--- src/mmu_params.svh ---
`ifndef MMU_PARAMS_SVH
`define MMU_PARAMS_SVH

// number of TLB entries, each one maps an even/odd page pair
`define MMU_TLB_ENTRIES 16

// width of a TLB index, ceiling of log2 of the entry count
`define MMU_IDX_W $clog2(`MMU_TLB_ENTRIES)

// address space identifier width, as in entryhi
`define MMU_ASID_W 8

`endif

--- src/mmu_pkg.sv ---
`default_nettype none

`include "mmu_params.svh"

package mmu_pkg;

    localparam int VPN2_W = 19;
    localparam int PFN_W  = 20;

    // one TLB entry, a pair of 4 KiB pages
    typedef struct packed {
        logic [VPN2_W-1:0]      vpn2;
        logic [`MMU_ASID_W-1:0] asid;
        logic                   g;
        logic [PFN_W-1:0]       pfn0;
        logic [PFN_W-1:0]       pfn1;
        logic [2:0]             c0;
        logic [2:0]             c1;
        logic                   d0;
        logic                   d1;
        logic                   v0;
        logic                   v1;
    } tlb_entry_t;

    // host command opcodes
    typedef enum logic [2:0] {
        CMD_WREG  = 3'd0,
        CMD_RREG  = 3'd1,
        CMD_TLBWI = 3'd2,
        CMD_TLBR  = 3'd3,
        CMD_TLBP  = 3'd4
    } cmd_op_e;

    // register select for CMD_WREG and CMD_RREG
    typedef enum logic [2:0] {
        SEL_INDEX  = 3'd0,
        SEL_LO0    = 3'd1,
        SEL_LO1    = 3'd2,
        SEL_HI     = 3'd3,
        SEL_CONFIG = 3'd4
    } reg_sel_e;

    // entrylo word layout
    localparam int ELO_PFN_HI = 25;
    localparam int ELO_PFN_LO = 6;
    localparam int ELO_C_HI   = 5;
    localparam int ELO_C_LO   = 3;
    localparam int ELO_D      = 2;
    localparam int ELO_V      = 1;
    localparam int ELO_G      = 0;

    // entryhi word layout
    localparam int EHI_VPN2_HI = 31;
    localparam int EHI_VPN2_LO = 13;
    localparam int EHI_ASID_HI = `MMU_ASID_W - 1;
    localparam int EHI_ASID_LO = 0;

    // index and config layouts
    localparam int IDX_P     = 31;
    localparam int CFG_K0_UC = 0;

endpackage

`default_nettype wire

--- src/tlb_array.sv ---
`timescale 1ns/1ps
`default_nettype none

`include "mmu_params.svh"

module tlb_array import mmu_pkg::*; (
    input  wire logic                               clk,
    input  wire logic                               resetn,
    input  wire logic                               i_we,
    input  wire logic [`MMU_IDX_W-1:0]              i_widx,
    input  wire tlb_entry_t                         i_wentry,
    input  wire logic [`MMU_IDX_W-1:0]              i_ridx,
    output tlb_entry_t                              o_rentry,
    output tlb_entry_t [`MMU_TLB_ENTRIES-1:0]       o_table
);

    localparam int ENTRIES = `MMU_TLB_ENTRIES;

    tlb_entry_t [ENTRIES-1:0] table_q;

    // every entry starts out zero so lookups after reset are defined
    always_ff @(posedge clk) begin
        if (!resetn) begin
            table_q <= '0;
        end else if (i_we) begin
            table_q[i_widx] <= i_wentry;
        end
    end

    // indexed read for TLBR
    assign o_rentry = table_q[i_ridx];

    // whole table fans out to the match units
    assign o_table = table_q;

endmodule

`default_nettype wire

--- config.mk ---
export PLATFORM = sky130hd
export DESIGN_NAME = tlb_array
export DESIGN_NICKNAME = d
export VERILOG_FILES = /design/src/mmu_pkg.sv /design/src/tlb_array.sv
export VERILOG_INCLUDE_DIRS = /design/src /design/src/src
export SDC_FILE = /design/constraint.sdc
export NUM_CORES = 2
export LEC_CHECK = 0
export ABC_CLOCK_PERIOD_IN_PS = 2500
export BUFFER_PORTS_ARGS = -buffer_cell sky130_fd_sc_hd__buf_4
export CORE_AREA = 2 2 553 555
export DETAILED_ROUTE_END_ITERATION = 10
export DIE_AREA = 0 0 555 557
export GPL_TIMING_DRIVEN = 0
export PLACE_DENSITY_LB_ADDON = 0.25
export SYNTH_ARGS = -nofsm -noshare
export SYNTH_HDL_FRONTEND = slang
export SYNTH_SLANG_ARGS = --single-unit
--- constraint.sdc ---
create_clock -name clk -period 2.5 [get_ports clk]
set_input_delay 0.5 -clock clk [delete_from_list [all_inputs] [get_ports clk]]
set_output_delay 0.5 -clock clk [all_outputs]
set_load 0.01 [all_outputs]
* Yosys cells after proc, flatten, opt, wreduce, memory -nomap -nowiden
Index checks and enable logic that the tools add are counted.
** Word-level totals
- Register bits after elaboration :: 1248
- Bits of input ports :: 89
- Output and inout bits :: 1326
- Logic and storage cells :: 185
** Operators by class
- Magnitude comparators :: 3
- Muxes and demuxes :: 5
- Reductions and logical operators :: 1
** Operator list (count)
- 1248-bit bitwise mux :: 1
- 78-bit binary-select mux with 4-bit select :: 1
- 78-bit demux with 4-bit select :: 1
- 78-bit 2-to-1 mux :: 2
- 4-bit by 5-bit < comparator with 1-bit output, second input constant :: 2
- 4-bit by 1-bit >= comparator with 1-bit output, second input constant :: 1
- 1-bit logical AND :: 1

* Logic depth before layout (Yosys ltp)
- Depth in word-level cells :: 5
- Depth in mapped cells :: 7
- Depth with buffers taken out :: 3

* Worst setup path before layout
OpenSTA, ideal clock, no wires.
- Kind :: input -> output
- From :: in i_ridx[0]
- To :: out o_rentry[0] in the netlist's numbering
- Data arrival time :: 1841 ps
- Required time :: 2000 ps
- Slack :: 159 ps
- Stages :: 6
- Path buffers :: 3
- Path through :: buf_2 -> buf_6 -> buf_2 -> mux4_2 -> a22oi_1 -> nand2_1
** RTL lines
- start: declaration :: line tlb_array.sv:12 : input wire logic [`MMU_IDX_W-1:0] i_ridx,
- end: declaration :: line tlb_array.sv:13 : output tlb_entry_t o_rentry,

==> results_dict.tcl <==
set metrics [dict create \
    vias 68400 \
    detailed_place_hpwl_um 429400 \
    slew_headroom_pct 1.815 \
    gp_congestion 0.9502 \
    syn-num-nets 6609 \
    power.total_uw 52540 \
    avgRoutedWirePerCell_um 43.05 \
    final-max-slew-violation-count 0 \
    critical_path.max_stage_delay_ns 0.83 \
    coreArea_um2 304000 \
    static-leakage-power_uw 0.03057 \
    tritoncts_clock_tree "built" \
    clk-insertion-delay-late_ns 0.82 \
    row_count 203 \
    setup-tns-final_ns -58.78 \
    worst_clock_skew_ns 0 \
    worstSetupStartpointType "flop" \
    yosys.cell_types.count 24 \
    synth_top_cell_by_area "sky130_fd_sc_hd__dfxtp_1" \
    max_clock_freq_mhz 276.9 \
    yosys_warnings 0 \
    r2r_slack_ns 1.44 \
    fin_ws_ns -1.112 \
    clkTransAtPathRegs_ns 0.06 \
    mostFrequentLayoutCell "sky130_fd_sc_hd__buf_4" \
    post_layout_util_pct 27.79 \
    postPlaceCellArea_um2 74760 \
    run_status "finished with violations" \
    ctsRootBufferMaster "sky130_fd_sc_hd__clkbuf_16" \
    floorplan.initialDensity_pct 19.60 \
    worstMarginPinSlew_ns 1.473 \
    crit_path_start "o_table[938]$_SDFFE_PN0P_" \
    setup_repair_after_global_routing_missed_its_margin "yes" \
    drcViolationCount 0 \
    min_period_ns 3.612 \
    cpMaxStageDelayCell "sky130_fd_sc_hd__a22oi_2" \
    worst_hold_path_type "input port to flop" \
    viasPerCell 5.520 \
    die_area_um2 309100 \
    setup_viol 91 \
    critPathRequiredTime_ns 2.00 \
    layoutNonFillerInstCount 12390 \
    grt_pass1_wl_um 670600 \
    i_o_pins 1415 \
    worst_reg2reg_path_endpoint "o_table[118]$_SDFFE_PN0P_" \
    pin_count_of_the_biggest_net_entering_global_routing 20 \
    syn-instance-count 6520 \
    syn2layout_area_growth_pct 41.74 \
    worst_ir_drop_vdd_mv 0.4570 \
    number_of_buffers_on_the_longest_clock_path 4 \
    dpl.cell_count 11860 \
    critical-path-top-delay-family "compound AO/OA/AOI/OAI gates" \
    violated_checks "negative setup slack" \
    final_cell_mix "sky130_fd_sc_hd__buf_4 (1454), sky130_fd_sc_hd__nand3_1 (1250), sky130_fd_sc_hd__o21ai_0 (1168), sky130_fd_sc_hd__dfxtp_1 (1007), sky130_fd_sc_hd__a21boi_0 (860)" \
    max_reg_flops 1248 \
    timing.critical_path.fanout_max 3 \
    fin_crit_sh_pct 144.5 \
    tritoncts.num_buffers 165 \
    hold_viol 0 \
    synth_sequential_area_ratio_pct 41.92 \
    yosys_register_bits 1248 \
    critical_path_depth 4 \
    drive_above_1_share_pct 33.86 \
    synth.area.top_cells "sky130_fd_sc_hd__dfxtp_1 (42%), sky130_fd_sc_hd__mux4_2 (12%), sky130_fd_sc_hd__a21boi_0 (11%), sky130_fd_sc_hd__nand3_1 (10%), sky130_fd_sc_hd__o21ai_0 (9.8%)" \
    crit-reg2reg-launch "o_table[118]$_SDFFE_PN0P_" \
    crit_path_end_kind "output pin" \
    crit_end "o_rentry[2]" \
    arrival_ns 3.11 \
    detail_route.first_pass.iterations 8 \
    cp_class "flop to output pin" \
    p_per_area_nw_per_um2 621.9 \
    timing.max_cap.violations 0 \
    cts.htree.levels 4 \
    antenna_found_initial 121 \
    finalNetCount 8321 \
    die_height_um 557 \
    drt_iter0_markers 8399 \
    postLayoutCellArea_um2 84480 \
    antenna_left 0 \
    netlist.area_leader.share_pct 41.92 \
    clock_sinks 1248 \
    dieWidth_um 555 \
    grt_util_overall_pct 32.95 \
    crit_chain "mux4_2, a22oi_2, nand2_2, buf_6" \
    number_of_global_route_vias_before_repair 64610 \
    avgSynthCellArea_um2 9.142 \
    critical_path.n_buffers_inverters 1 \
    grt_overflow_total 0 \
    reg2reg_depth 3 \
    io_buffers 1333 \
    synth_cell_area_um2 59600 \
    route.final.wire_length_um 533400 \
]
## Yosys cell counts
cell                       count
sky130_fd_sc_hd__nand3_1    1250
sky130_fd_sc_hd__dfxtp_1    1248
sky130_fd_sc_hd__mux4_2      312
sky130_fd_sc_hd__a21boi_0    860
sky130_fd_sc_hd__nand3b_1      4
sky130_fd_sc_hd__a21boi_1    388
sky130_fd_sc_hd__and3_1        2
sky130_fd_sc_hd__o21ai_1      80
sky130_fd_sc_hd__nor3b_2       2
sky130_fd_sc_hd__buf_4        11
sky130_fd_sc_hd__nand2b_1      2
sky130_fd_sc_hd__and3b_1       4
sky130_fd_sc_hd__clkbuf_1    638
sky130_fd_sc_hd__a22oi_1     156
sky130_fd_sc_hd__buf_6        19
sky130_fd_sc_hd__o21ai_0    1168
sky130_fd_sc_hd__buf_1        41
sky130_fd_sc_hd__nand2_1      79
sky130_fd_sc_hd__and2_1        2
sky130_fd_sc_hd__nor2b_1       4
sky130_fd_sc_hd__or3b_1        2
sky130_fd_sc_hd__nor2_1        2
sky130_fd_sc_hd__buf_2       245
sky130_fd_sc_hd__or2_1         1
## cell families (layout without fill, tap and decap cells)
family / Yosys count / count (layout) / share of synthesized area (%)
buf+inv: 954 / 2787 / 6.831
simple gates: 1354 / 1354 / 11.30
mux: 312 / 312 / 11.79
other cells: 0 / 42 / 0
compound gates: 2652 / 2652 / 28.16
flops: 1248 / 1248 / 41.92
## power by group
part           switching [uW]  internal [uW]
sequential                335          20100
clock                   10500          14800
combinational            4960           1780
total                   15800          36700
## how the worst min path moves through the flow
stage	start	end	slack [ns]	cells past startpoint
final	i_wentry[39]	o_table[897]$_SDFFE_PN0P_	0.04	3
after detailed placement	o_table[1182]$_SDFFE_PN0P_	o_table[1182]$_SDFFE_PN0P_	0.49	2
after floorplan	o_table[1092]$_SDFFE_PN0P_	o_table[1092]$_SDFFE_PN0P_	0.51	2
after global placement	o_table[1098]$_SDFFE_PN0P_	o_table[1098]$_SDFFE_PN0P_	0.48	2
after CTS	i_wentry[41]	o_table[977]$_SDFFE_PN0P_	0.0001	3
after global routing	i_wentry[52]	o_table[1144]$_SDFFE_PN0P_	0.06	3
## repair_timing
item	CTS	global route
endpoints found under the hold margin	38	0
gates resized for setup	741	90
hold buffers	9	0
setup buffers	163	40
gates cloned	2	3
pin swaps	141	57
endpoints found under the setup margin	253	117
## tightest hold or removal path: cells and delay by family
kind,cells,cell delay [ns]
buffers and inverters,1,0.18
AND/OR/NAND/NOR,1,0.12
AO/OA/AOI/OAI,1,0.06
## cell type report
| type | instances | area (um2) |
|---|---|---|
| Fill cell | 32600 | 219500 |
| Clock inverter | 56 | 823.3 |
| Clock buffer | 232 | 4751 |
| Tap cell | 3997 | 5001 |
| Antenna cell | 42 | 105.1 |
| Timing Repair Buffer | 1549 | 12300 |
| Buffer | 950 | 4866 |
| Sequential cell | 1248 | 25500 |
| Multi-Input combinational cell | 4318 | 31140 |
## metrics by stage
| step | setup WS, ns | hold slack, ns |
|---|---|---|
| finish | -1.112 | 0.04144 |
| global route | -0.9827 | 0.06208 |
| CTS | -0.9630 | 0.0001370 |
| detailed placement | -2.824 | 0.4852 |
| global placement | -3.261 | 0.4762 |
| floorplan | 0.1586 | 0.5064 |
## per-layer routing
metal | up-vias | routed length, um | track usage (%)
li1 | 27540 | - | -
met1 | 35080 | 207500 | 40.45
met2 | 4787 | 233800 | 51.09
met3 | 987 | 58380 | 10.54
met4 | 12 | 33660 | 17.73
met5 | - | 80 | 0
Power figures use the tool's default switching activity.
