`config.mk`:
```
export PLATFORM = sky130hd
export DESIGN_NAME = tlb_match
export DESIGN_NICKNAME = d
export VERILOG_FILES = /design/src/mmu_pkg.sv /design/src/tlb_match.sv
export VERILOG_INCLUDE_DIRS = /design/src /design/src/src
export SDC_FILE = /design/constraint.sdc
export NUM_CORES = 1
export LEC_CHECK = 0
export BUFFER_PORTS_ARGS = -buffer_cell sky130_fd_sc_hd__buf_2
export CAP_MARGIN = 20
export CORE_AREA = 2 2 519 521
export DETAILED_ROUTE_END_ITERATION = 7
export DIE_AREA = 0 0 521 523
export MAX_ROUTING_LAYER = met4
export PLACE_DENSITY = 0.3
export RECOVER_POWER = 25
export SLEW_MARGIN = 30
export SYNTH_ARGS = -nofsm -noshare
export SYNTH_HDL_FRONTEND = slang
export SYNTH_SLANG_ARGS = --single-unit
export TNS_END_PERCENT = 30
```
`constraint.sdc`:
```
create_clock -name vclk -period 3.9
set_input_delay 0 -clock vclk [all_inputs]
set_output_delay 0 -clock vclk [all_outputs]
set_load 0.03 [all_outputs]
```
`src/mmu_params.svh`:
```
`ifndef MMU_PARAMS_SVH
`define MMU_PARAMS_SVH

// number of TLB entries, each one maps an even/odd page pair
`define MMU_TLB_ENTRIES 16

// width of a TLB index, ceiling of log2 of the entry count
`define MMU_IDX_W $clog2(`MMU_TLB_ENTRIES)

// address space identifier width, as in entryhi
`define MMU_ASID_W 8

`endif

```
`src/mmu_pkg.sv`:
```
`default_nettype none

`include "mmu_params.svh"

package mmu_pkg;

    localparam int VPN2_W = 19;
    localparam int PFN_W  = 20;

    // one TLB entry, a pair of 4 KiB pages
    typedef struct packed {
        logic [VPN2_W-1:0]      vpn2;
        logic [`MMU_ASID_W-1:0] asid;
        logic                   g;
        logic [PFN_W-1:0]       pfn0;
        logic [PFN_W-1:0]       pfn1;
        logic [2:0]             c0;
        logic [2:0]             c1;
        logic                   d0;
        logic                   d1;
        logic                   v0;
        logic                   v1;
    } tlb_entry_t;

    // host command opcodes
    typedef enum logic [2:0] {
        CMD_WREG  = 3'd0,
        CMD_RREG  = 3'd1,
        CMD_TLBWI = 3'd2,
        CMD_TLBR  = 3'd3,
        CMD_TLBP  = 3'd4
    } cmd_op_e;

    // register select for CMD_WREG and CMD_RREG
    typedef enum logic [2:0] {
        SEL_INDEX  = 3'd0,
        SEL_LO0    = 3'd1,
        SEL_LO1    = 3'd2,
        SEL_HI     = 3'd3,
        SEL_CONFIG = 3'd4
    } reg_sel_e;

    // entrylo word layout
    localparam int ELO_PFN_HI = 25;
    localparam int ELO_PFN_LO = 6;
    localparam int ELO_C_HI   = 5;
    localparam int ELO_C_LO   = 3;
    localparam int ELO_D      = 2;
    localparam int ELO_V      = 1;
    localparam int ELO_G      = 0;

    // entryhi word layout
    localparam int EHI_VPN2_HI = 31;
    localparam int EHI_VPN2_LO = 13;
    localparam int EHI_ASID_HI = `MMU_ASID_W - 1;
    localparam int EHI_ASID_LO = 0;

    // index and config layouts
    localparam int IDX_P     = 31;
    localparam int CFG_K0_UC = 0;

endpackage

`default_nettype wire

```
`src/tlb_match.sv`:
```
`timescale 1ns/1ps
`default_nettype none

`include "mmu_params.svh"

module tlb_match import mmu_pkg::*; (
    input  wire tlb_entry_t [`MMU_TLB_ENTRIES-1:0] i_table,
    input  wire logic [31:0]                       i_vaddr,
    input  wire logic [`MMU_ASID_W-1:0]            i_asid,
    output logic                                   o_hit,
    output logic [`MMU_IDX_W-1:0]                  o_index,
    output logic [PFN_W-1:0]                       o_pfn,
    output logic [2:0]                             o_cattr,
    output logic                                   o_valid,
    output logic                                   o_dirty
);

    localparam int ENTRIES = `MMU_TLB_ENTRIES;
    localparam int IDX_W   = `MMU_IDX_W;

    logic [ENTRIES-1:0] hit_mask;
    logic [IDX_W-1:0]   hit_idx;
    tlb_entry_t         sel;
    logic               odd;

    for (genvar i = 0; i < ENTRIES; i++) begin : g_cmp
        assign hit_mask[i] = (i_table[i].vpn2 == i_vaddr[31:13]) &&
                             ((i_table[i].asid == i_asid) || i_table[i].g);
    end

    // walk down so the lowest matching entry is left in hit_idx
    always_comb begin
        hit_idx = '0;
        for (int i = ENTRIES - 1; i >= 0; i--) begin
            if (hit_mask[i]) begin
                hit_idx = IDX_W'(i);
            end
        end
    end

    assign sel  = i_table[hit_idx];
    assign odd  = i_vaddr[12];

    assign o_hit   = |hit_mask;
    assign o_index = hit_idx;

    // bit 12 picks the odd page of the pair
    assign o_pfn   = odd ? sel.pfn1 : sel.pfn0;
    assign o_cattr = odd ? sel.c1   : sel.c0;
    assign o_valid = odd ? sel.v1   : sel.v0;
    assign o_dirty = odd ? sel.d1   : sel.d0;

endmodule

`default_nettype wire

```
After elaboration in Yosys (flattened, before gate mapping)
Cells that the tools add are included.

Register bits after elaboration: 0. Memory bits (writable): 0. Bits in latches: 0. Bits in read-only memories: 0. Word-level logic and storage cells: 88. Memories kept: 0. Output and inout bits: 30. Input port bits: 1288.

Add/subtract/negate cells: 0. Div/mod/pow operators: 0. Shift operators: 0. Bitwise operators: 0. Mux-type cells: 22. Magnitude comparators: 1. Reduce and logical (&&, ||, !) cells: 33. $mul: 0. Equal/unequal tests: 32.

Operators with widths (count): 78-bit binary-select mux with 4-bit select (1); 19-bit == test (16); 8-bit == test (16); 4-bit 2-to-1 mux (16); 50-bit 2-to-1 mux (1); 20-bit 2-to-1 mux (1); 1-bit logical AND (16); 1-bit logical OR (16); 16-bit OR reduction (1); 4-bit by 5-bit < comparator with 1-bit output, second input constant (1); 3-bit 2-to-1 mux (1); 1-bit 2-to-1 mux (2).

Logic depth before layout (Yosys ltp)
Gate-level depths: netlist of the first run.

Depth in word-level cells: 22. Depth in mapped cells: 18. Depth with buffers taken out: 12.

Least setup slack after synthesis of the first run
Ideal clock, no wire load.

Path type: input-to-output. From: input i_vaddr[15]. To: output o_cattr[0]. Stages on the path: 16. Setup slack: -0.018 ns. Data required time: 3.900 ns. Arrival: 3.918 ns. Path buffers: 5. Path through: buf_2 > buf_4 > xor2_1 > nor4_1 > nand2_1 > or3_1 > o311a_1 > o311a_1 > o21a_1 > buf_6 > buf_8 > clkbuf_1 > mux2_2 > a221oi_1 > or4_1 > nor3_1.

Word-level cells in the longest chain between the ends: 21. Elaborated cells on any way between the ends: 51. Those cells by class: eq/ne (16); mux (19); reduce/logical (16).

Ends and longest elaborated chain: start, declared (RTL line tlb_match.sv:8) `input wire logic [31:0] i_vaddr,`; 19-bit == test (RTL line tlb_match.sv:27) `assign hit_mask[i] = (i_table[i].vpn2 == i_vaddr[31:13]) &&`; 1-bit logical AND (RTL line tlb_match.sv:27); 4-bit 2-to-1 mux (15 in series) (RTL line tlb_match.sv:35) `if (hit_mask[i]) begin`; 4-bit 2-to-1 mux * (RTL line tlb_match.sv:35); 78-bit binary-select mux with 4-bit select * (RTL line tlb_match.sv:41) `assign sel = i_table[hit_idx];`; 50-bit 2-to-1 mux (implied by the code) * (RTL line tlb_match.sv:41); 3-bit 2-to-1 mux * (RTL line tlb_match.sv:49) `assign o_cattr = odd ? sel.c1 : sel.c0;`; end, declared (RTL line tlb_match.sv:13) `output logic [2:0] o_cattr,`.

Mark *: on every way between the ends. The rest lies on a longest branch, timed or not. The select of a mux whose other input is x is not followed.

Final worst setup path of the first run
From: input i_vaddr[19]. To: output o_valid.

Word-level cells in the longest chain between the ends: 21. Elaborated cells on any way between the ends: 51. Those cells by class: eq/ne (16); mux (19); reduce/logical (16).

Ends and longest elaborated chain: 19-bit == test (RTL line tlb_match.sv:27); 1-bit logical AND (RTL line tlb_match.sv:27); 4-bit 2-to-1 mux (15 in series) (RTL line tlb_match.sv:35); 4-bit 2-to-1 mux * (RTL line tlb_match.sv:35); 78-bit binary-select mux with 4-bit select * (RTL line tlb_match.sv:41); 50-bit 2-to-1 mux (implied by the code) * (RTL line tlb_match.sv:41); 1-bit 2-to-1 mux * (RTL line tlb_match.sv:50) `assign o_valid = odd ? sel.v1 : sel.v0;`; end, declared (RTL line tlb_match.sv:14) `output logic o_valid,`.

Marks and branches as above.

==> run metrics, run 1 <==
total power=2.38 mW; vias per inst=a little over 3; Die Y=523 µm; register area share after synthesis=0%; layout cells sized above 1=a little over two thirds; total number of vias=about 21000; post-synth top area share=27.1%; critical path depth=21; CP top delay family=simple AND/OR/NAND/NOR gates; hold depth=5; die area=272000 µm²; Post-DP Area=26800 µm²; final max-slew violation count=0; pin count of the biggest net entering global routing=52; FFs & Latches=0; Worst Hold Class=in2out; crit path to=o_valid; Period Utilization, post-route=116%; max_cap viols=0; fin area=29900 µm²; cell count after synthesis=about 1500; gr usage total=between 15 and 20%; Cell variety after synth=47; CP Max Fanout=11; fmax=roughly 220 MHz; initial antenna violation count=296; Power Dens Cells=79.6 nW/µm²; drc violations=0; FF+latch area=0 µm²; actual slew at the worst max-slew pin=a little over 0.7 ns; vias in the first global route=22200; Die Width=521 µm; status=complete, but fails checks; first drt pass iteration count=5; min Tclk post-route=4.52 ns; first-pass GRT wire length=266 mm; hold buffer count at cts=0; worst path cell trace=buf_2, buf_12, buf_4, xor2_1, nor4_2, nand4_1, buf_4, or3_4, and2_4, a221o_1, o21a_4, buf_12, buf_16, buf_16, buf_6, buf_8, mux4_2, nor2_1, or4_4, nor3_4, buf_12; Worst Setup End Kind=primary output; Final Hold Fails=0; post-DP HPWL=205 mm; Final #Nets=4427; synthesized cell area=12400 µm²; I/O Buffers=1306; effective utilization at floorplan=4.65%; Critical Path Source Type=primary input; top cells by area, synth=xor2_1 (27%), mux4_2 (14%), mux2_2 (9.1%); GPL Wtd Cong=0.895; failing checks=setup timing; Rel. slew slack=51.9%; IO Pins=1318; Crit Path Class=in2out; First DRT Iteration DRCs=1273; final setup margin=-0.618 ns; Ys Warns=0; number of fill cells=31200; crit path DAT=between 4 and 5 ns; RSZ-0062 raised after global routing=true; core area=267000 µm²; Mapped Nets=2831; WL/cell=32.2 µm; Remaining Overflow, GRT=0; Critical Path Max Stage Delay=0.49 ns; most used cell, CP=buf_12; Max IR drop VDD=0.0397 mV; Worst Setup SP=i_vaddr[19]; clock buffer count=0; antenna-violating nets left=0; CP max-delay cell=or4_4; Yosys top cell by area=xor2_1; Area Growth Syn to Fin=140%; Leak=approximately 13 nW; average cell area after synthesis=around 8.1 µm²; CP required=3.90 ns; Setup Viol. Count Final=25; routed wire length=approximately 220 mm; row count=190; Critical path buffers and inverters=10
[metrics by stage]
step / TNS (ns) / hold slack [ns] / utilization [%] / instances / setup slack (ns)
6_report: -13.59 / 0.673 / 11.2 / 6859 / -0.618
5_1_grt: -15.11 / 0.687 / 11.2 / 6842 / -0.683
4_1_cts: -14.09 / 0.661 / 10.8 / 6669 / -0.665
3_5_place_dp: -38.96 / 0.678 / 10.0 / 6640 / -1.84
3_3_place_gp: -46.17 / 0.696 / 10.0 / 6639 / -2.35
2_1_floorplan: -0.0848 / 0.426 / - / 1543 / -0.0101
[where the power goes]
| part | leakage, nW | switching [mW] | internal [mW] |
|---|---|---|---|
| Sequential | 0 | 0 | 0 |
| Combinational | 12.8 | 1.25 | 1.13 |
| Clock | 0.00107 | 0 | 0.00000572 |
[cell usage in the layout, fill, tap and decap left out, drive strengths merged, types with 29 or more instances in the layout]
cell and instances:
xnor2 48, buf 1761, nand3 43, nor3 29
diode 170, nor2 29, or4 30, mux2 100
nor4 129, a21oi 41, and3 146, mux4 75
xor2 384, nand2 67
[kinds of logic after synthesis]
family / Yosys count / synth area share [%]
xor gates and xnor gates: 432 / 30.5
AOI/OAI and AO/OA: 257 / 15.3
buffers and inverters: 175 / 8.31
and+or+nand+nor: 504 / 23.2
muxes: 175 / 22.7
[area by class of cell]
type	instances	area [µm²]	area share, %
Multi-Input combinational cell	1368	13200	44.0
Inverter	4	32.5	0.109
Timing Repair Buffer	1765	11800	39.5
Tap cell	3552	4440	14.9
Antenna cell	170	425	1.42
[how the worst min path moves through the flow]
stage | start | endpoint
3_5_place_dp | i_table[84] | o_cattr[2]
5_1_grt | i_table[84] | o_cattr[2]
6_report | i_table[84] | o_cattr[2]
2_1_floorplan | i_table[160] | o_cattr[0]
3_3_place_gp | i_table[84] | o_cattr[2]
4_1_cts | i_table[84] | o_cattr[2]
[per-layer routing]
metal	global-route usage, %	wire length (µm)	vias to the layer above
met2	25.5	101000	1419
met3	6.45	23500	226
met5	-	0	-
met4	1.40	3340	0
li1	-	-	9377
met1	19.1	93300	10300
[synth_stat cells (all sizes together) (26+ instances only)]
library cell,count
nor2,29
a221oi,28
nand3,43
xor2,384
nor4,129
or4,30
clkbuf,69
nand2,67
buf,102
a211oi,26
o21ai,28
and3,146
a21oi,41
mux2,100
xnor2,48
nor3,29
mux4,75
a31o,27
[what timing repair did]
item,CTS,global route
pin swaps,74,58
cloned,6,0
gates resized for setup,321,121
setup endpoints to repair,27,25
setup buffers,28,30
Note: power is estimated with default switching activity, not from simulation.
==> run 2, diff against run 1 <==
==> constraint.sdc (replaced) <==
create_clock -name vclk -period 3.9
set_input_delay 0.39 -clock vclk [all_inputs]
set_output_delay 0.39 -clock vclk [all_outputs]
set_load 0.03 [all_outputs]
==> run 2 against run 1 <==
The flow still finishes with violations (setup timing). Critical path type unchanged. Wire length grew 3.7%. Fmax shrank 15%. Critical endpoint is now o_pfn[14]. First-iteration DRC count down 6.4%. Highest routed layer unchanged.
==> run metrics, run 2 (synthesis gave the netlist of run 1 again) <==
most frequent cells in the layout=buf_2 (1258), buf_4 (378), xor2_1 (375), and3_1 (141), buf_12 (101); Leak=13.2 nW (+2.7%); WL/cell=33.4 µm (+3.7%); Setup Viol. Count Final=27 (+8.0%); final setup margin=-1.41 ns (-0.793 ns); total negative slack=-32.85 ns (-19.26 ns); min Tclk post-route=5.31 ns (+0.793 ns); GPL Wtd Cong=0.889 (-0.69%); core area=267000 µm² (unchanged); drc violations=0 (unchanged); Rel. slew slack=49.0% (-2.9 points); Die Y=523 µm (unchanged); row count=190 (unchanged); I/O Buffers=1306 (unchanged); Final #Nets=4465 (+0.86%); number of fill cells=31200 (+0.035%); total number of vias=21400 (+0.31%); effective utilization at floorplan=4.65% (unchanged); Die Width=521 µm (unchanged); FFs & Latches=0 (unchanged); antenna-violating nets left=0 (unchanged); Power Dens Cells=78.7 nW/µm² (-1.0%); Post-Layout Cell Count=6859 (unchanged); Area Growth Syn to Fin=145%; vias per inst=3.12 (+0.31%); hold buffer count at cts=0 (unchanged); die area=272000 µm² (unchanged); routed wire length=229 mm (+3.7%); RSZ-0062 raised after global routing=true; multi-input logic area=13400 µm² (+1.7%); max_cap viols=0 (unchanged); first drt pass iteration count=5 (unchanged); layout cells sized above 1=70.6% (+0.52 points); post-DP HPWL=210 mm (+2.3%); initial antenna violation count=311 (+5.1%); GR Util met3=6.27% (-0.18 points); fmax=188 MHz (-15%); Max IR drop VDD=0.0293 mV (-26%); IO Pins=1318 (unchanged); most common cell after layout, fill and taps aside=buf_2; Final Hold Fails=0 (unchanged); Worst Setup End Kind=primary output; pin count of the biggest net entering global routing=35 (-33%); crit path DAT=4.92 ns (+0.40 ns); global routing's busiest layer=met2; Critical Path Source Type=primary input; Place WS=-2.50 ns (-0.660 ns); Cells after DPL=6664 (+0.36%); Remaining Overflow, GRT=0 (unchanged); Period Utilization, post-route=136% (+20 points); clock buffer count=0 (unchanged); CP required=3.51 ns (-0.39 ns); status=complete, but fails checks; First DRT Iteration DRCs=1192 (-6.4%); GR Layer Usage met2=27.1% (+1.6 points); vias in the first global route=22400 (+1.0%); CP Max Fanout=6 (-5); actual slew at the worst max-slew pin=0.759 ns (+0.0431 ns); Crit Path Class=in2out; failing checks=setup timing; FF+latch area=0 µm² (unchanged); first-pass GRT wire length=275 mm (+3.3%); met1 GRT Util=19.7% (+0.58 points); final max-slew violation count=0 (unchanged); Worst Hold Class=in2out; gr usage total=16.5% (+0.60 points)
[run 2: changes by cell type in the layout (fill, tap and decap cells not counted), moves of 10 or more]
| cell | delta |
|---|---|
| a21oi_1 | +14 |
| buf_6 | -10 |
| nor3_4 | +13 |
| buf_4 | +50 |
| a21oi_2 | -12 |
| a311oi_4 | +11 |
| diode_2 | -38 |
| nor3_2 | -13 |
[run 2: final cells by class]
type | instances | area share, %
multi-input combinational | 1369 | 44.0
tap | 3552 | 14.6
inverter | 4 | 0.156
timing repair buffer | 1802 | 40.2
antenna | 132 | 1.09
[run 2: per-stage QoR]
stage	utilization, %	area, µm²	power [mW]	hold slack, ns
6_report	11.4	30400	2.39	1.50
5_1_grt	11.4	30400	2.54	1.56
4_1_cts	11.1	29700	2.40	1.50
3_5_place_dp	10.3	27400	2.29	1.55
3_3_place_gp	10.3	27400	2.30	1.55
2_1_floorplan	-	13100	0.746	1.23
[run 2: metal layers]
metal / up-vias / routed length [µm]
li1: 9391 / -
met1: 10300 / 95000
met2: 1406 / 107000
met3: 282 / 23800
met4: 0 / 3490
met5: - / 0
[run 2: what timing repair did]
action,in CTS,in global routing
setup endpoints to repair,30,28
gates resized for setup,306,61
setup buffers,54,10
hold endpoints to repair,0,0
pin swaps,62,39
cloned,11,0
[run 2: worst max-delay path, cell delays in order]
cell,delay [ns]
buf_12,0.12
buf_6,0.12
xor2_2,0.18
nor4_4,0.32
nand4_1,0.41
or3_4,0.48
buf_6,0.13
a221o_2,0.41
buf_6,0.14
o21a_4,0.27
bufbuf_16,0.29
buf_4,0.15
mux2_2,0.31
a221oi_2,0.11
or4_4,0.54
nor3_4,0.32
buf_12,0.17
[run 2: report_power, final]
group          leakage [nW]  switching [mW]  internal (mW)
clock              0.000831               0     0.00000454
sequential                0               0              0
combinational          13.2            1.25           1.14
total                  13.2            1.25           1.14
[run 2: final timing paths]
| check | from | end | cells after the start |
|---|---|---|---|
| hold / removal | i_table[897] | o_pfn[9] | 5 |
| setup / recovery | i_vaddr[28] | o_pfn[14] | 17 |
