--- src/mmu_params.svh ---
`ifndef MMU_PARAMS_SVH
`define MMU_PARAMS_SVH

// number of TLB entries, each one maps an even/odd page pair
`define MMU_TLB_ENTRIES 16

// width of a TLB index, ceiling of log2 of the entry count
`define MMU_IDX_W $clog2(`MMU_TLB_ENTRIES)

// address space identifier width, as in entryhi
`define MMU_ASID_W 8

`endif

--- src/mmu_pkg.sv ---
`default_nettype none

`include "mmu_params.svh"

package mmu_pkg;

    localparam int VPN2_W = 19;
    localparam int PFN_W  = 20;

    // one TLB entry, a pair of 4 KiB pages
    typedef struct packed {
        logic [VPN2_W-1:0]      vpn2;
        logic [`MMU_ASID_W-1:0] asid;
        logic                   g;
        logic [PFN_W-1:0]       pfn0;
        logic [PFN_W-1:0]       pfn1;
        logic [2:0]             c0;
        logic [2:0]             c1;
        logic                   d0;
        logic                   d1;
        logic                   v0;
        logic                   v1;
    } tlb_entry_t;

    // host command opcodes
    typedef enum logic [2:0] {
        CMD_WREG  = 3'd0,
        CMD_RREG  = 3'd1,
        CMD_TLBWI = 3'd2,
        CMD_TLBR  = 3'd3,
        CMD_TLBP  = 3'd4
    } cmd_op_e;

    // register select for CMD_WREG and CMD_RREG
    typedef enum logic [2:0] {
        SEL_INDEX  = 3'd0,
        SEL_LO0    = 3'd1,
        SEL_LO1    = 3'd2,
        SEL_HI     = 3'd3,
        SEL_CONFIG = 3'd4
    } reg_sel_e;

    // entrylo word layout
    localparam int ELO_PFN_HI = 25;
    localparam int ELO_PFN_LO = 6;
    localparam int ELO_C_HI   = 5;
    localparam int ELO_C_LO   = 3;
    localparam int ELO_D      = 2;
    localparam int ELO_V      = 1;
    localparam int ELO_G      = 0;

    // entryhi word layout
    localparam int EHI_VPN2_HI = 31;
    localparam int EHI_VPN2_LO = 13;
    localparam int EHI_ASID_HI = `MMU_ASID_W - 1;
    localparam int EHI_ASID_LO = 0;

    // index and config layouts
    localparam int IDX_P     = 31;
    localparam int CFG_K0_UC = 0;

endpackage

`default_nettype wire

--- src/tlb_regs.sv ---
`timescale 1ns/1ps
`default_nettype none

`include "mmu_params.svh"

module tlb_regs import mmu_pkg::*; (
    input  wire logic                     clk,
    input  wire logic                     resetn,
    input  wire logic                     i_cmd_req,
    input  wire cmd_op_e                  i_cmd_op,
    input  wire reg_sel_e                 i_cmd_sel,
    input  wire logic [31:0]              i_cmd_wdata,
    output logic                          o_cmd_ack,
    output logic [31:0]                   o_cmd_rdata,
    output logic [`MMU_ASID_W-1:0]        o_asid,
    output logic                          o_k0_uncached,
    output logic                          o_we,
    output logic [`MMU_IDX_W-1:0]         o_widx,
    output tlb_entry_t                    o_wentry,
    output logic [`MMU_IDX_W-1:0]         o_ridx,
    input  wire tlb_entry_t               i_rentry,
    output logic [31:0]                   o_probe_vaddr,
    input  wire logic                     i_probe_hit,
    input  wire logic [`MMU_IDX_W-1:0]    i_probe_index
);

    localparam int IDX_W = `MMU_IDX_W;

    // writable bits of each register
    localparam logic [31:0] LO_MASK  = (32'h1 << (ELO_PFN_HI + 1)) - 32'h1;
    localparam logic [31:0] HI_MASK  = ~((32'h1 << EHI_VPN2_LO) - 32'h1) |
                                       ((32'h1 << (EHI_ASID_HI + 1)) - 32'h1);
    localparam logic [31:0] IDX_MASK = (32'h1 << IDX_P) | ((32'h1 << IDX_W) - 32'h1);
    localparam logic [31:0] CFG_MASK = 32'h1 << CFG_K0_UC;

    logic [31:0] index_q;
    logic [31:0] lo0_q;
    logic [31:0] lo1_q;
    logic [31:0] hi_q;
    logic [31:0] cfg_q;
    logic        ack_q;
    logic [31:0] rdata_q;
    logic [31:0] sel_rdata;
    logic        cmd_fire;

    function automatic logic [31:0] pack_lo(input logic [PFN_W-1:0] pfn,
                                            input logic [2:0] c,
                                            input logic d,
                                            input logic v,
                                            input logic g);
        logic [31:0] w;
        w = '0;
        w[ELO_PFN_HI:ELO_PFN_LO] = pfn;
        w[ELO_C_HI:ELO_C_LO]     = c;
        w[ELO_D]                 = d;
        w[ELO_V]                 = v;
        w[ELO_G]                 = g;
        return w;
    endfunction

    // a command is taken on the edge where req is seen high and ack is still low
    assign cmd_fire = i_cmd_req & ~ack_q;

    always_comb begin
        case (i_cmd_sel)
            SEL_INDEX:  sel_rdata = index_q;
            SEL_LO0:    sel_rdata = lo0_q;
            SEL_LO1:    sel_rdata = lo1_q;
            SEL_HI:     sel_rdata = hi_q;
            SEL_CONFIG: sel_rdata = cfg_q;
            default:    sel_rdata = '0;
        endcase
    end

    always_ff @(posedge clk) begin
        if (!resetn) begin
            ack_q   <= 1'b0;
            index_q <= '0;
            lo0_q   <= '0;
            lo1_q   <= '0;
            hi_q    <= '0;
            cfg_q   <= '0;
        end else if (cmd_fire) begin
            ack_q <= 1'b1;
            case (i_cmd_op)
                CMD_WREG: begin
                    case (i_cmd_sel)
                        SEL_INDEX:  index_q <= i_cmd_wdata & IDX_MASK;
                        SEL_LO0:    lo0_q   <= i_cmd_wdata & LO_MASK;
                        SEL_LO1:    lo1_q   <= i_cmd_wdata & LO_MASK;
                        SEL_HI:     hi_q    <= i_cmd_wdata & HI_MASK;
                        SEL_CONFIG: cfg_q   <= i_cmd_wdata & CFG_MASK;
                        default: ;
                    endcase
                end
                CMD_TLBR: begin
                    hi_q <= '0;
                    hi_q[EHI_VPN2_HI:EHI_VPN2_LO] <= i_rentry.vpn2;
                    hi_q[EHI_ASID_HI:EHI_ASID_LO] <= i_rentry.asid;
                    // the single stored G shows up in both halves
                    lo0_q <= pack_lo(i_rentry.pfn0, i_rentry.c0, i_rentry.d0,
                                     i_rentry.v0, i_rentry.g);
                    lo1_q <= pack_lo(i_rentry.pfn1, i_rentry.c1, i_rentry.d1,
                                     i_rentry.v1, i_rentry.g);
                end
                CMD_TLBP: begin
                    index_q <= '0;
                    index_q[IDX_P] <= ~i_probe_hit;
                    index_q[IDX_W-1:0] <= i_probe_hit ? i_probe_index : '0;
                end
                default: ;
            endcase
        end else if (ack_q && !i_cmd_req) begin
            ack_q <= 1'b0;
        end
    end

    // read data is held for as long as ack stays up
    always_ff @(posedge clk) begin
        if (cmd_fire) begin
            rdata_q <= (i_cmd_op == CMD_RREG) ? sel_rdata : '0;
        end
    end

    assign o_cmd_ack   = ack_q;
    assign o_cmd_rdata = rdata_q;

    // TLBWI writes on the same edge that raises ack
    assign o_we   = cmd_fire & (i_cmd_op == CMD_TLBWI);
    assign o_widx = index_q[IDX_W-1:0];
    assign o_ridx = index_q[IDX_W-1:0];

    always_comb begin
        o_wentry      = '0;
        o_wentry.vpn2 = hi_q[EHI_VPN2_HI:EHI_VPN2_LO];
        o_wentry.asid = hi_q[EHI_ASID_HI:EHI_ASID_LO];
        o_wentry.g    = lo0_q[ELO_G] & lo1_q[ELO_G];
        o_wentry.pfn0 = lo0_q[ELO_PFN_HI:ELO_PFN_LO];
        o_wentry.pfn1 = lo1_q[ELO_PFN_HI:ELO_PFN_LO];
        o_wentry.c0   = lo0_q[ELO_C_HI:ELO_C_LO];
        o_wentry.c1   = lo1_q[ELO_C_HI:ELO_C_LO];
        o_wentry.d0   = lo0_q[ELO_D];
        o_wentry.d1   = lo1_q[ELO_D];
        o_wentry.v0   = lo0_q[ELO_V];
        o_wentry.v1   = lo1_q[ELO_V];
    end

    assign o_asid        = hi_q[EHI_ASID_HI:EHI_ASID_LO];
    assign o_k0_uncached = cfg_q[CFG_K0_UC];
    assign o_probe_vaddr = hi_q;

endmodule

`default_nettype wire

--- config.mk ---
export PLATFORM = sky130hd
export DESIGN_NAME = tlb_regs
export DESIGN_NICKNAME = d
export VERILOG_FILES = /design/src/mmu_pkg.sv /design/src/tlb_regs.sv
export VERILOG_INCLUDE_DIRS = /design/src /design/src/src
export SDC_FILE = /design/constraint.sdc
export NUM_CORES = 1
export LEC_CHECK = 0
export ABC_AREA = 1
export BUFFER_PORTS_ARGS = -buffer_cell sky130_fd_sc_hd__buf_4
export CAP_MARGIN = 20
export CORE_ASPECT_RATIO = 1.2
export CORE_MARGIN = 10
export CORE_UTILIZATION = 44
export CTS_CLUSTER_DIAMETER = 150
export DETAILED_ROUTE_END_ITERATION = 10
export HOLD_SLACK_MARGIN = 0.08
export PLACE_DENSITY = 0.77
export SETUP_SLACK_MARGIN = 0.5
export SKIP_CTS_REPAIR_TIMING = 1
export SYNTH_ARGS = -nofsm -noshare
export SYNTH_HDL_FRONTEND = slang
export SYNTH_SLANG_ARGS = --single-unit
--- constraint.sdc ---
create_clock -name clk -period 2.5 [get_ports clk]
set_input_delay 0.375 -clock clk [delete_from_list [all_inputs] [get_ports clk]]
set_output_delay 0.375 -clock clk [all_outputs]
set_load 0.01 [all_outputs]
* Word level (Yosys, flattened, before mapping)
Cells that the tools add are included.
W data, S select, Z words.
** Cells by class
- Equal/unequal tests :: 12
- Mux-type cells :: 12
- Bitwise logic cells :: 5
- Reductions and logical operators :: 12
** Operator list (count)
- $pmux W32 S2 :: 4
- $pmux W32 S5 :: 1
- $mux W32 :: 4
- $reduce_and A3 Y1 :: 5
- $eq A3 B2 Y1 const B :: 4
- $ne A2 B1 Y1 const B :: 4
- $eq A3 B1 Y1 const B :: 2
- $eq A3 B3 Y1 const B :: 2
- $logic_not A3 Y1 :: 2
- $reduce_bool A2 Y1 :: 3
- $mux W4 :: 1
- $and A1 B1 Y1 :: 3
- $mux W1 :: 2
- $not A1 Y1 :: 2
- $logic_and A1 B1 Y1 :: 1
- $logic_not A1 Y1 :: 1
** Storage, ports and cells
- Bits in registers :: 162
- Input port bits :: 124
- Output and inout port bits :: 161
- Logic and storage cells :: 48

* Longest topological paths before layout
Gate-level depths: netlist of the first run.
- Depth after elaboration :: 4
- Depth in mapped cells :: 11
- Gate-level depth less buffers :: 10

* Worst setup path before layout of the first run
No wires, ideal clock.
- Path kind :: register to register
- From :: reg ack_q, in the netlist o_cmd_ack
- To :: reg hi_q[13], in the netlist o_probe_vaddr[13]
- Library setup time :: 0.113 ns
- Arrival :: 2.254 ns
- Required time :: 2.387 ns
- Slack :: 0.133 ns
- Cell stages (with the launch flop) :: 11
- Path buffers :: 1
- Period minus slack after synthesis :: 2.367 ns
- Cell sequence :: dfxtp_1 > inv_1 > ha_1 > inv_1 > nor2_1 > nand2_1 > nand2_2 > nand2_4 > buf_2 > nor2_1 > nor2_1
** On the way
- Cells in the longest elaborated chain, start to end :: 3
** RTL lines
- start, declared :: line tlb_regs.sv:41 : logic ack_q;
- start signal, assigned :: line tlb_regs.sv:77 : ack_q <= 1'b0;
- start signal, assigned :: line tlb_regs.sv:84 : ack_q <= 1'b1;
- start signal, assigned :: line tlb_regs.sv:114 : ack_q <= 1'b0;
- $not A1 Y1 :: line tlb_regs.sv:62 : assign cmd_fire = i_cmd_req & ~ack_q;
- $and A1 B1 Y1 :: line tlb_regs.sv:62
- net cmd_fire :: line tlb_regs.sv:44 : logic cmd_fire;
- $reduce_and A3 Y1 (no source line)
- end signal, assigned :: line tlb_regs.sv:91 : SEL_HI: hi_q <= i_cmd_wdata & HI_MASK;
- end signal, assigned by index :: line tlb_regs.sv:98 : hi_q[EHI_VPN2_HI:EHI_VPN2_LO] <= i_rentry.vpn2;
- end signal, assigned by index :: line tlb_regs.sv:99 : hi_q[EHI_ASID_HI:EHI_ASID_LO] <= i_rentry.asid;
- end, declared :: line tlb_regs.sv:39 : logic [31:0] hi_q;
The timed path passes the listed nets, and every way through them passes these cells.
A chain may end at the register's enable or synchronous reset.

* Final worst setup path of the first run
- From :: reg ack_q, in the netlist o_cmd_ack
- To :: reg lo1_q[25]
** On the way
- Cells in the longest elaborated chain, start to end :: 3
** RTL lines
- $not A1 Y1 :: line tlb_regs.sv:62
- $and A1 B1 Y1 :: line tlb_regs.sv:62
- net cmd_fire :: line tlb_regs.sv:44
- $reduce_and A3 Y1 (no source line)
- end signal, assigned :: line tlb_regs.sv:90 : SEL_LO1: lo1_q <= i_cmd_wdata & LO_MASK;
- end signal, assigned :: line tlb_regs.sv:103 : lo1_q <= pack_lo(i_rentry.pfn1, i_rentry.c1, i_rentry.d1,
- end, declared :: line tlb_regs.sv:38 : logic [31:0] lo1_q;
The timed path passes the listed nets, and every way through them passes these cells.

==> results_dict.tcl, run 1 <==
set metrics [dict create \
    timing_max_transition_violations_final 0 \
    worst_path_max_fanout 52 \
    worst_ep_required_time_ns 2.79 \
    ys_warn_count 0 \
    timing.max_cap.violations 0 \
    cts_max_level 4 \
    combinational_share_of_power_pct 17.4 \
    synth.yosys.seq_area_share_pct 38.4 \
    synth.lib_cells_used.distinct 27 \
    routed-via-count 6646 \
    grt_max_degree 65 \
    dieHeight_um 158 \
    class_of_the_worst_hold_path "primary input to flop" \
    track_usage_pct 19.7 \
    routedWlPerCell_um 14.9 \
    critical_path_startpoint_category "flop" \
    floorplan.die_area_mm2 0.0213 \
    r2r_end "lo1_q[25]" \
    cts_sinks 118 \
    rsz_0062_raised_after_global_routing "true" \
    hold_viol_final 0 \
    p_leak_uw 0.00511 \
    final_util_pct 58.5 \
    clock-skew-final_ns 0.00973 \
    globalRoute.totalOverflow 0 \
    post_synth_inst_count 1066 \
    achievable-frequency_ghz 0.529 \
    max_slew_margin_pct 56.1 \
    synthToLayoutAreaGrowth_pct 30.6 \
    post_detail_place_hpwl_um 16000 \
    psw_uw 1530 \
    pwr-share-clk_pct 45.4 \
    worst_setup_path_startpoint "o_cmd_ack" \
    firstDrtPassIters 7 \
    power.density_mw_per_mm2 646 \
    cts_made_buffers 17 \
    worst_min_path_start "i_cmd_wdata[0]" \
    postSynth.topFlopCell "dfxtp_1" \
    synth-seq-cells 118 \
    synth-async-reset-ratio_pct 0 \
    grt_first_pass_wirelength_um 33300 \
    endpoint_kind "flop" \
    mappedNetlistArea_mm2 0.00698 \
    switching_share_pct 26.0 \
    outcome "completed" \
    p_seq_share_pct 37.2 \
    synth-edff-count 32 \
    timing.reg2reg.worst_path_depth 9 \
    timing.rr.start "o_cmd_ack" \
    share_of_post_route_cells_with_drive_strength_above_1_pct 26.9 \
    totalWireLength_um 21800 \
    grt_pass1_vias 6388 \
    syn_avg_cell_area_um2 6.55 \
    final.min_clock_period_ns 1.89 \
    viasPerCell 4.55 \
    worst_setup_hold_path_clk_slew_ns 0.05 \
    cp_data_arrival_time_ns 2.18 \
    drt_iter0_markers 365 \
    antenna_cells 0 \
    core_mm2 0.0156 \
    layout.nets 1365 \
    slew_at_the_pin_closest_to_its_max_slew_limit_ns 0.658 \
    portBuffers 279 \
    synth_largest_area_cell "dfxtp_1" \
    num_io_pins 285 \
    gp_congestion 0.796 \
    clockRootBuffer "clkbuf_16" \
    irDropWorstVdd_v 0.000336 \
    grt_antenna_before_repair 0 \
    p_int_uw 4360 \
    clock_insertion_delay_worst_skew_ns 0.41 \
    clk_path_buf_depth 2 \
    num_rows 50 \
    worst-setup-path-type "flop to flop" \
    detail-route-antenna-nets 0 \
    critPathCapture "lo1_q[25]" \
    finalCritPeriodShare_pct 75.7 \
    die_width_um 135 \
    post_synth_main_area_contributors "dfxtp_1 25%, nand2_1 16%, edfxtp_1 14%" \
    start_util_pct 44.8 \
    timing.setup.tns_ns 0 \
    tritoncts_clock_tree "built" \
    setup-violations-final 0 \
    fraction_of_post_synthesis_cell_area_in_the_top_cell_type_by_area_pct 24.7 \
    drc 0 \
    r2r_setup_slack_ns 0.61 \
]
-- power groups by stage --
stage | clock network (uW) | registers [uW] | logic (uW)
floorplan | 0 | 2240 | 598
global placement | 0 | 2230 | 1020
detailed placement | 0 | 2230 | 1030
CTS | 2720 | 2190 | 1040
global route | 2830 | 2200 | 1140
finish | 2680 | 2190 | 1030
-- worst max-delay path, cell delays in order, from the launching register on --
cell	delay, ns
dfxtp_1	0.31
inv_1	0.08
ha_2	0.21
inv_1	0.07
nor2_1	0.16
nand2_1	0.08
nand2_2	0.16
nand2_4	0.34
nor2_1	0.22
nor2_1	0.07
-- registers in the layout, summed over array words and instances (netlist names) --
signal / flops
cfg_q: 1
index_q: 5
lo0_q: 26
lo1_q: 26
o_cmd_ack: 1
o_cmd_rdata: 32
o_probe_vaddr: 27
-- how the worst min path moves through the flow --
| stage | end | cells past startpoint | slack (ns) |
|---|---|---|---|
| 3_5_place_dp | o_cmd_ack | 2 | 0.49 |
| 3_3_place_gp | o_cmd_ack | 2 | 0.47 |
| 5_1_grt | cfg_q[0] | 3 | 0.28 |
| 6_report | cfg_q[0] | 3 | 0.26 |
| 4_1_cts | cfg_q[0] | 3 | 0.25 |
| 2_1_floorplan | index_q[31] | 4 | 0.49 |
-- layout by cell type (no fill, tap or decap), types with 2 or more instances in the layout --
master	netlist	final
clkinvlp_4	0	4
buf_4	105	292
inv_1	188	188
o21ai_1	51	51
clkinv_2	0	3
a21oi_1	7	7
o21ai_0	41	41
nor3_1	5	5
bufinv_16	0	5
nand2_1	291	291
edfxtp_1	32	32
nand4_1	2	2
inv_2	4	4
dfxtp_1	86	86
clkbuf_16	0	17
nor2_1	182	182
nand3_1	7	6
nand2_4	3	3
nor2_2	2	2
conb_1	1	5
o211ai_1	17	17
-- Yosys cell counts (9+ instances only) --
| library cell | instances |
|---|---|
| clkbuf_1 | 11 |
| inv_1 | 188 |
| o21ai_1 | 51 |
| o211ai_1 | 17 |
| dfxtp_1 | 86 |
| nor2_1 | 182 |
| buf_2 | 13 |
| o21ai_0 | 41 |
| edfxtp_1 | 32 |
| nand2_1 | 291 |
| buf_6 | 9 |
| buf_4 | 105 |
-- final cells by class --
cell class                      instances  area (um^2)
Clock buffer                           19          443
Clock inverter                         13          204
Fill cell                            1467         6460
Inverter                              192          721
Multi-Input combinational cell        618         2590
Sequential cell                       118         2680
Tap cell                              208          260
Timing Repair Buffer                  293         2210
-- routing by layer --
metal | GRT usage, % | up-vias | part of all wire (%)
met4 | 7.34 | 0 | 2.3
met2 | 35.2 | 240 | 51
met5 | 0 | - | 0
met3 | 5.58 | 30 | 7.2
li1 | - | 3429 | -
met1 | 21.5 | 2947 | 39
-- logic make-up (layout without fill, tap and decap cells) --
| group | after synthesis | in the layout | share of synthesized area (%) |
|---|---|---|---|
| simple gates | 495 | 495 | 27.5 |
| flops | 118 | 118 | 38.4 |
| buf+inv | 334 | 517 | 24.9 |
| fa+ha+maj | 1 | 1 | 0.179 |
| other cells | 1 | 5 | 0.0537 |
| compound gates | 117 | 117 | 9.02 |
-- metrics by stage --
step                      std cells  setup slack (ns)  power, uW  cell area (um^2)  hold slack, ns
after global routing           1461             0.413       6170              9110           0.275
after CTS                      1461             0.620       5950              9110           0.247
after global placement         1429             0.611       3250              8470           0.468
final                          1461             0.608       5890              9110           0.260
after floorplan                1070             0.503       2840              7000           0.489
after detailed placement       1429             0.540       3260              8470           0.490
Note: power is estimated with default switching activity, not from simulation.
==> inputs of run 2 (changes only) <==
--- a/config.mk
+++ b/config.mk
@@ -11,11 +11,11 @@
 export CAP_MARGIN = 20
 export CORE_ASPECT_RATIO = 1.2
 export CORE_MARGIN = 10
-export CORE_UTILIZATION = 44
+export CORE_UTILIZATION = 45
 export CTS_CLUSTER_DIAMETER = 150
 export DETAILED_ROUTE_END_ITERATION = 10
 export HOLD_SLACK_MARGIN = 0.08
-export PLACE_DENSITY = 0.77
+export PLACE_DENSITY = 0.75
 export SETUP_SLACK_MARGIN = 0.5
 export SKIP_CTS_REPAIR_TIMING = 1
 export SYNTH_ARGS = -nofsm -noshare
==> constraint.sdc (replaced) <==
create_clock -name clk -period 1.77 [get_ports clk]
set_input_delay 0.2655 -clock clk [delete_from_list [all_inputs] [get_ports clk]]
set_output_delay 0.2655 -clock clk [all_outputs]
set_load 0.01 [all_outputs]
==> run 2 against run 1 <==
Net effect:
- sequential share of layout area shrank 2.2 points
- critical path depth decreased by 4
- largest power group unchanged
- sequential power increased by 42%
- first-iteration DRC count rose by 41%
- final area increased by 9.0%
- final cell count up 1.3%
- clock-buffer cell count increased by 5
- via count is 5.6% higher
- critical endpoint is now o_we
==> results_dict.tcl, run 2 (synthesis results as in run 1) <==
set metrics [dict create \
    finalCritPeriodShare_pct 88.8 \
    worst_ep_required_time_ns 1.50 \
    gp_congestion 0.844 \
    core_mm2 0.0151 \
    clock-skew-final_ns 0.00780 \
    viasPerCell 4.74 \
    worst_setup_hold_path_clk_slew_ns 0.05 \
    grt_pass1_vias 6584 \
    most_frequent_cells_in_the_layout "290 x buf_4, 250 x nand2_1, 185 x inv_1, 153 x nor2_1, 70 x dfxtp_1" \
    irDropWorstVdd_v 0.000522 \
    timing.setup.tns_ns 0 \
    track_usage_pct 20.6 \
    num_io_pins 285 \
    setup-violations-final 0 \
    class_of_the_worst_hold_path "primary input to flop" \
    layout.nets 1388 \
    cts_made_buffers 17 \
    r2r_end "o_probe_vaddr[2]" \
    globalRoute.totalOverflow 0 \
    cts_sinks 118 \
    worst_min_path_start "i_cmd_wdata[0]" \
    worst_path_max_fanout 3 \
    timing.rr.start "o_cmd_ack" \
    drt_iter0_markers 514 \
    dieHeight_um 156 \
    cts_max_level 4 \
    fin_total_pwr_uw 8570 \
    start_util_pct 46.3 \
    max_slew_margin_pct 64.2 \
    endpoint_kind "output pin" \
    clk_path_buf_depth 2 \
    synthToLayoutAreaGrowth_pct 42.4 \
    p_leak_uw 0.00537 \
    portBuffers 279 \
    timing_max_transition_violations_final 0 \
    final.min_clock_period_ns 1.57 \
    die_width_um 134 \
    timing.reg2reg.worst_path_depth 8 \
    largest_reg_flops 32 \
    floorplan.die_area_mm2 0.0209 \
    drc 0 \
    grt_antenna_before_repair 0 \
    post_detail_place_hpwl_um 16700 \
    timing.max_cap.violations 0 \
    antenna_cells 0 \
    r2r_setup_slack_ns 0.21 \
    firstDrtPassIters 5 \
    fillCellCount 1370 \
    layout.cells.most_common "buf_4" \
    cp_data_arrival_time_ns 1.31 \
    achievable-frequency_ghz 0.636 \
    routed-via-count 7015 \
    clockRootBuffer "clkbuf_16" \
    routedWlPerCell_um 16.8 \
    critical_path_startpoint_category "flop" \
    hold_viol_final 0 \
    worst_setup_path_startpoint "o_cmd_ack" \
    tritoncts_clock_tree "built" \
    grt_max_degree 48 \
    rsz_0062_raised_after_global_routing "true" \
    power.density_mw_per_mm2 863 \
    clock_insertion_delay_worst_skew_ns 0.41 \
    final_util_pct 65.9 \
    critPathCapture "o_we" \
    slowest_delay_ns 0.32 \
    totalWireLength_um 24800 \
    num_rows 49 \
    crit_path_top_delay_cell "dfxtp_2" \
    detail-route-antenna-nets 0 \
    outcome "completed" \
    grt_first_pass_wirelength_um 34300 \
    holdWs_ns 0.126 \
    share_of_post_route_cells_with_drive_strength_above_1_pct 35.0 \
    crit_chain "inv_2 > ha_4 > inv_4 > nor4_4 > buf_4" \
    worst-setup-path-type "flop to output pin" \
    slew_at_the_pin_closest_to_its_max_slew_limit_ns 0.538 \
]
run 2: cell count changes in the layout (fill, tap and decap cells not counted), sizes merged:
cell      previous run  this run
buf                293       307
bufinv               5         4
clkbuf              19        33
clkinvlp             4         0
run 2: through the flow:
stage,cell area (um^2),cells,setup slack [ns]
finish,9940,1480,0.199
global route,9940,1480,0.140
CTS,9280,1464,0.0230
detailed placement,8650,1432,0.265
global placement,8650,1432,0.305
floorplan,7060,1070,0.154
run 2: worst min-delay path by stage:
stage / cells past startpoint / endpoint / slack [ns]
after floorplan: 2 / cfg_q[0] / 0.41
after global routing: 3 / cfg_q[0] / 0.14
after detailed placement: 2 / o_cmd_ack / 0.49
final: 3 / cfg_q[0] / 0.13
after global placement: 2 / o_cmd_ack / 0.47
after CTS: 3 / cfg_q[0] / 0.11
run 2: final cells by class:
type	count	area, um^2	area share, %
well taps	204	255	2.57
clock inverters	8	144	1.45
inverters	192	723	7.28
repair buffers	316	2700	27.1
multi-input cells	618	2920	29.4
clock buffers	24	493	4.96
flip-flops and latches	118	2700	27.2
run 2: layer usage:
layer / GRT usage, % / up-vias / share of wire, %
li1: - / 3481 / -
met1: 20.6 / 3213 / 38
met2: 39.1 / 273 / 53
met3: 5.89 / 48 / 6.7
met4: 8.04 / 0 / 2.2
met5: 0 / - / 0
run 2: critical path: cells and delay by family (launching register included):
family / cells / cell delay (ns)
DFF: 1 / 0.32
and+or+nand+nor: 1 / 0.12
adders and majority gates: 1 / 0.16
buffers and inverters: 3 / 0.28
run 2: where the power goes:
group | internal (uW) | switching, uW
Combinational | 810 | 924
Clock | 2510 | 1220
Sequential | 2980 | 132
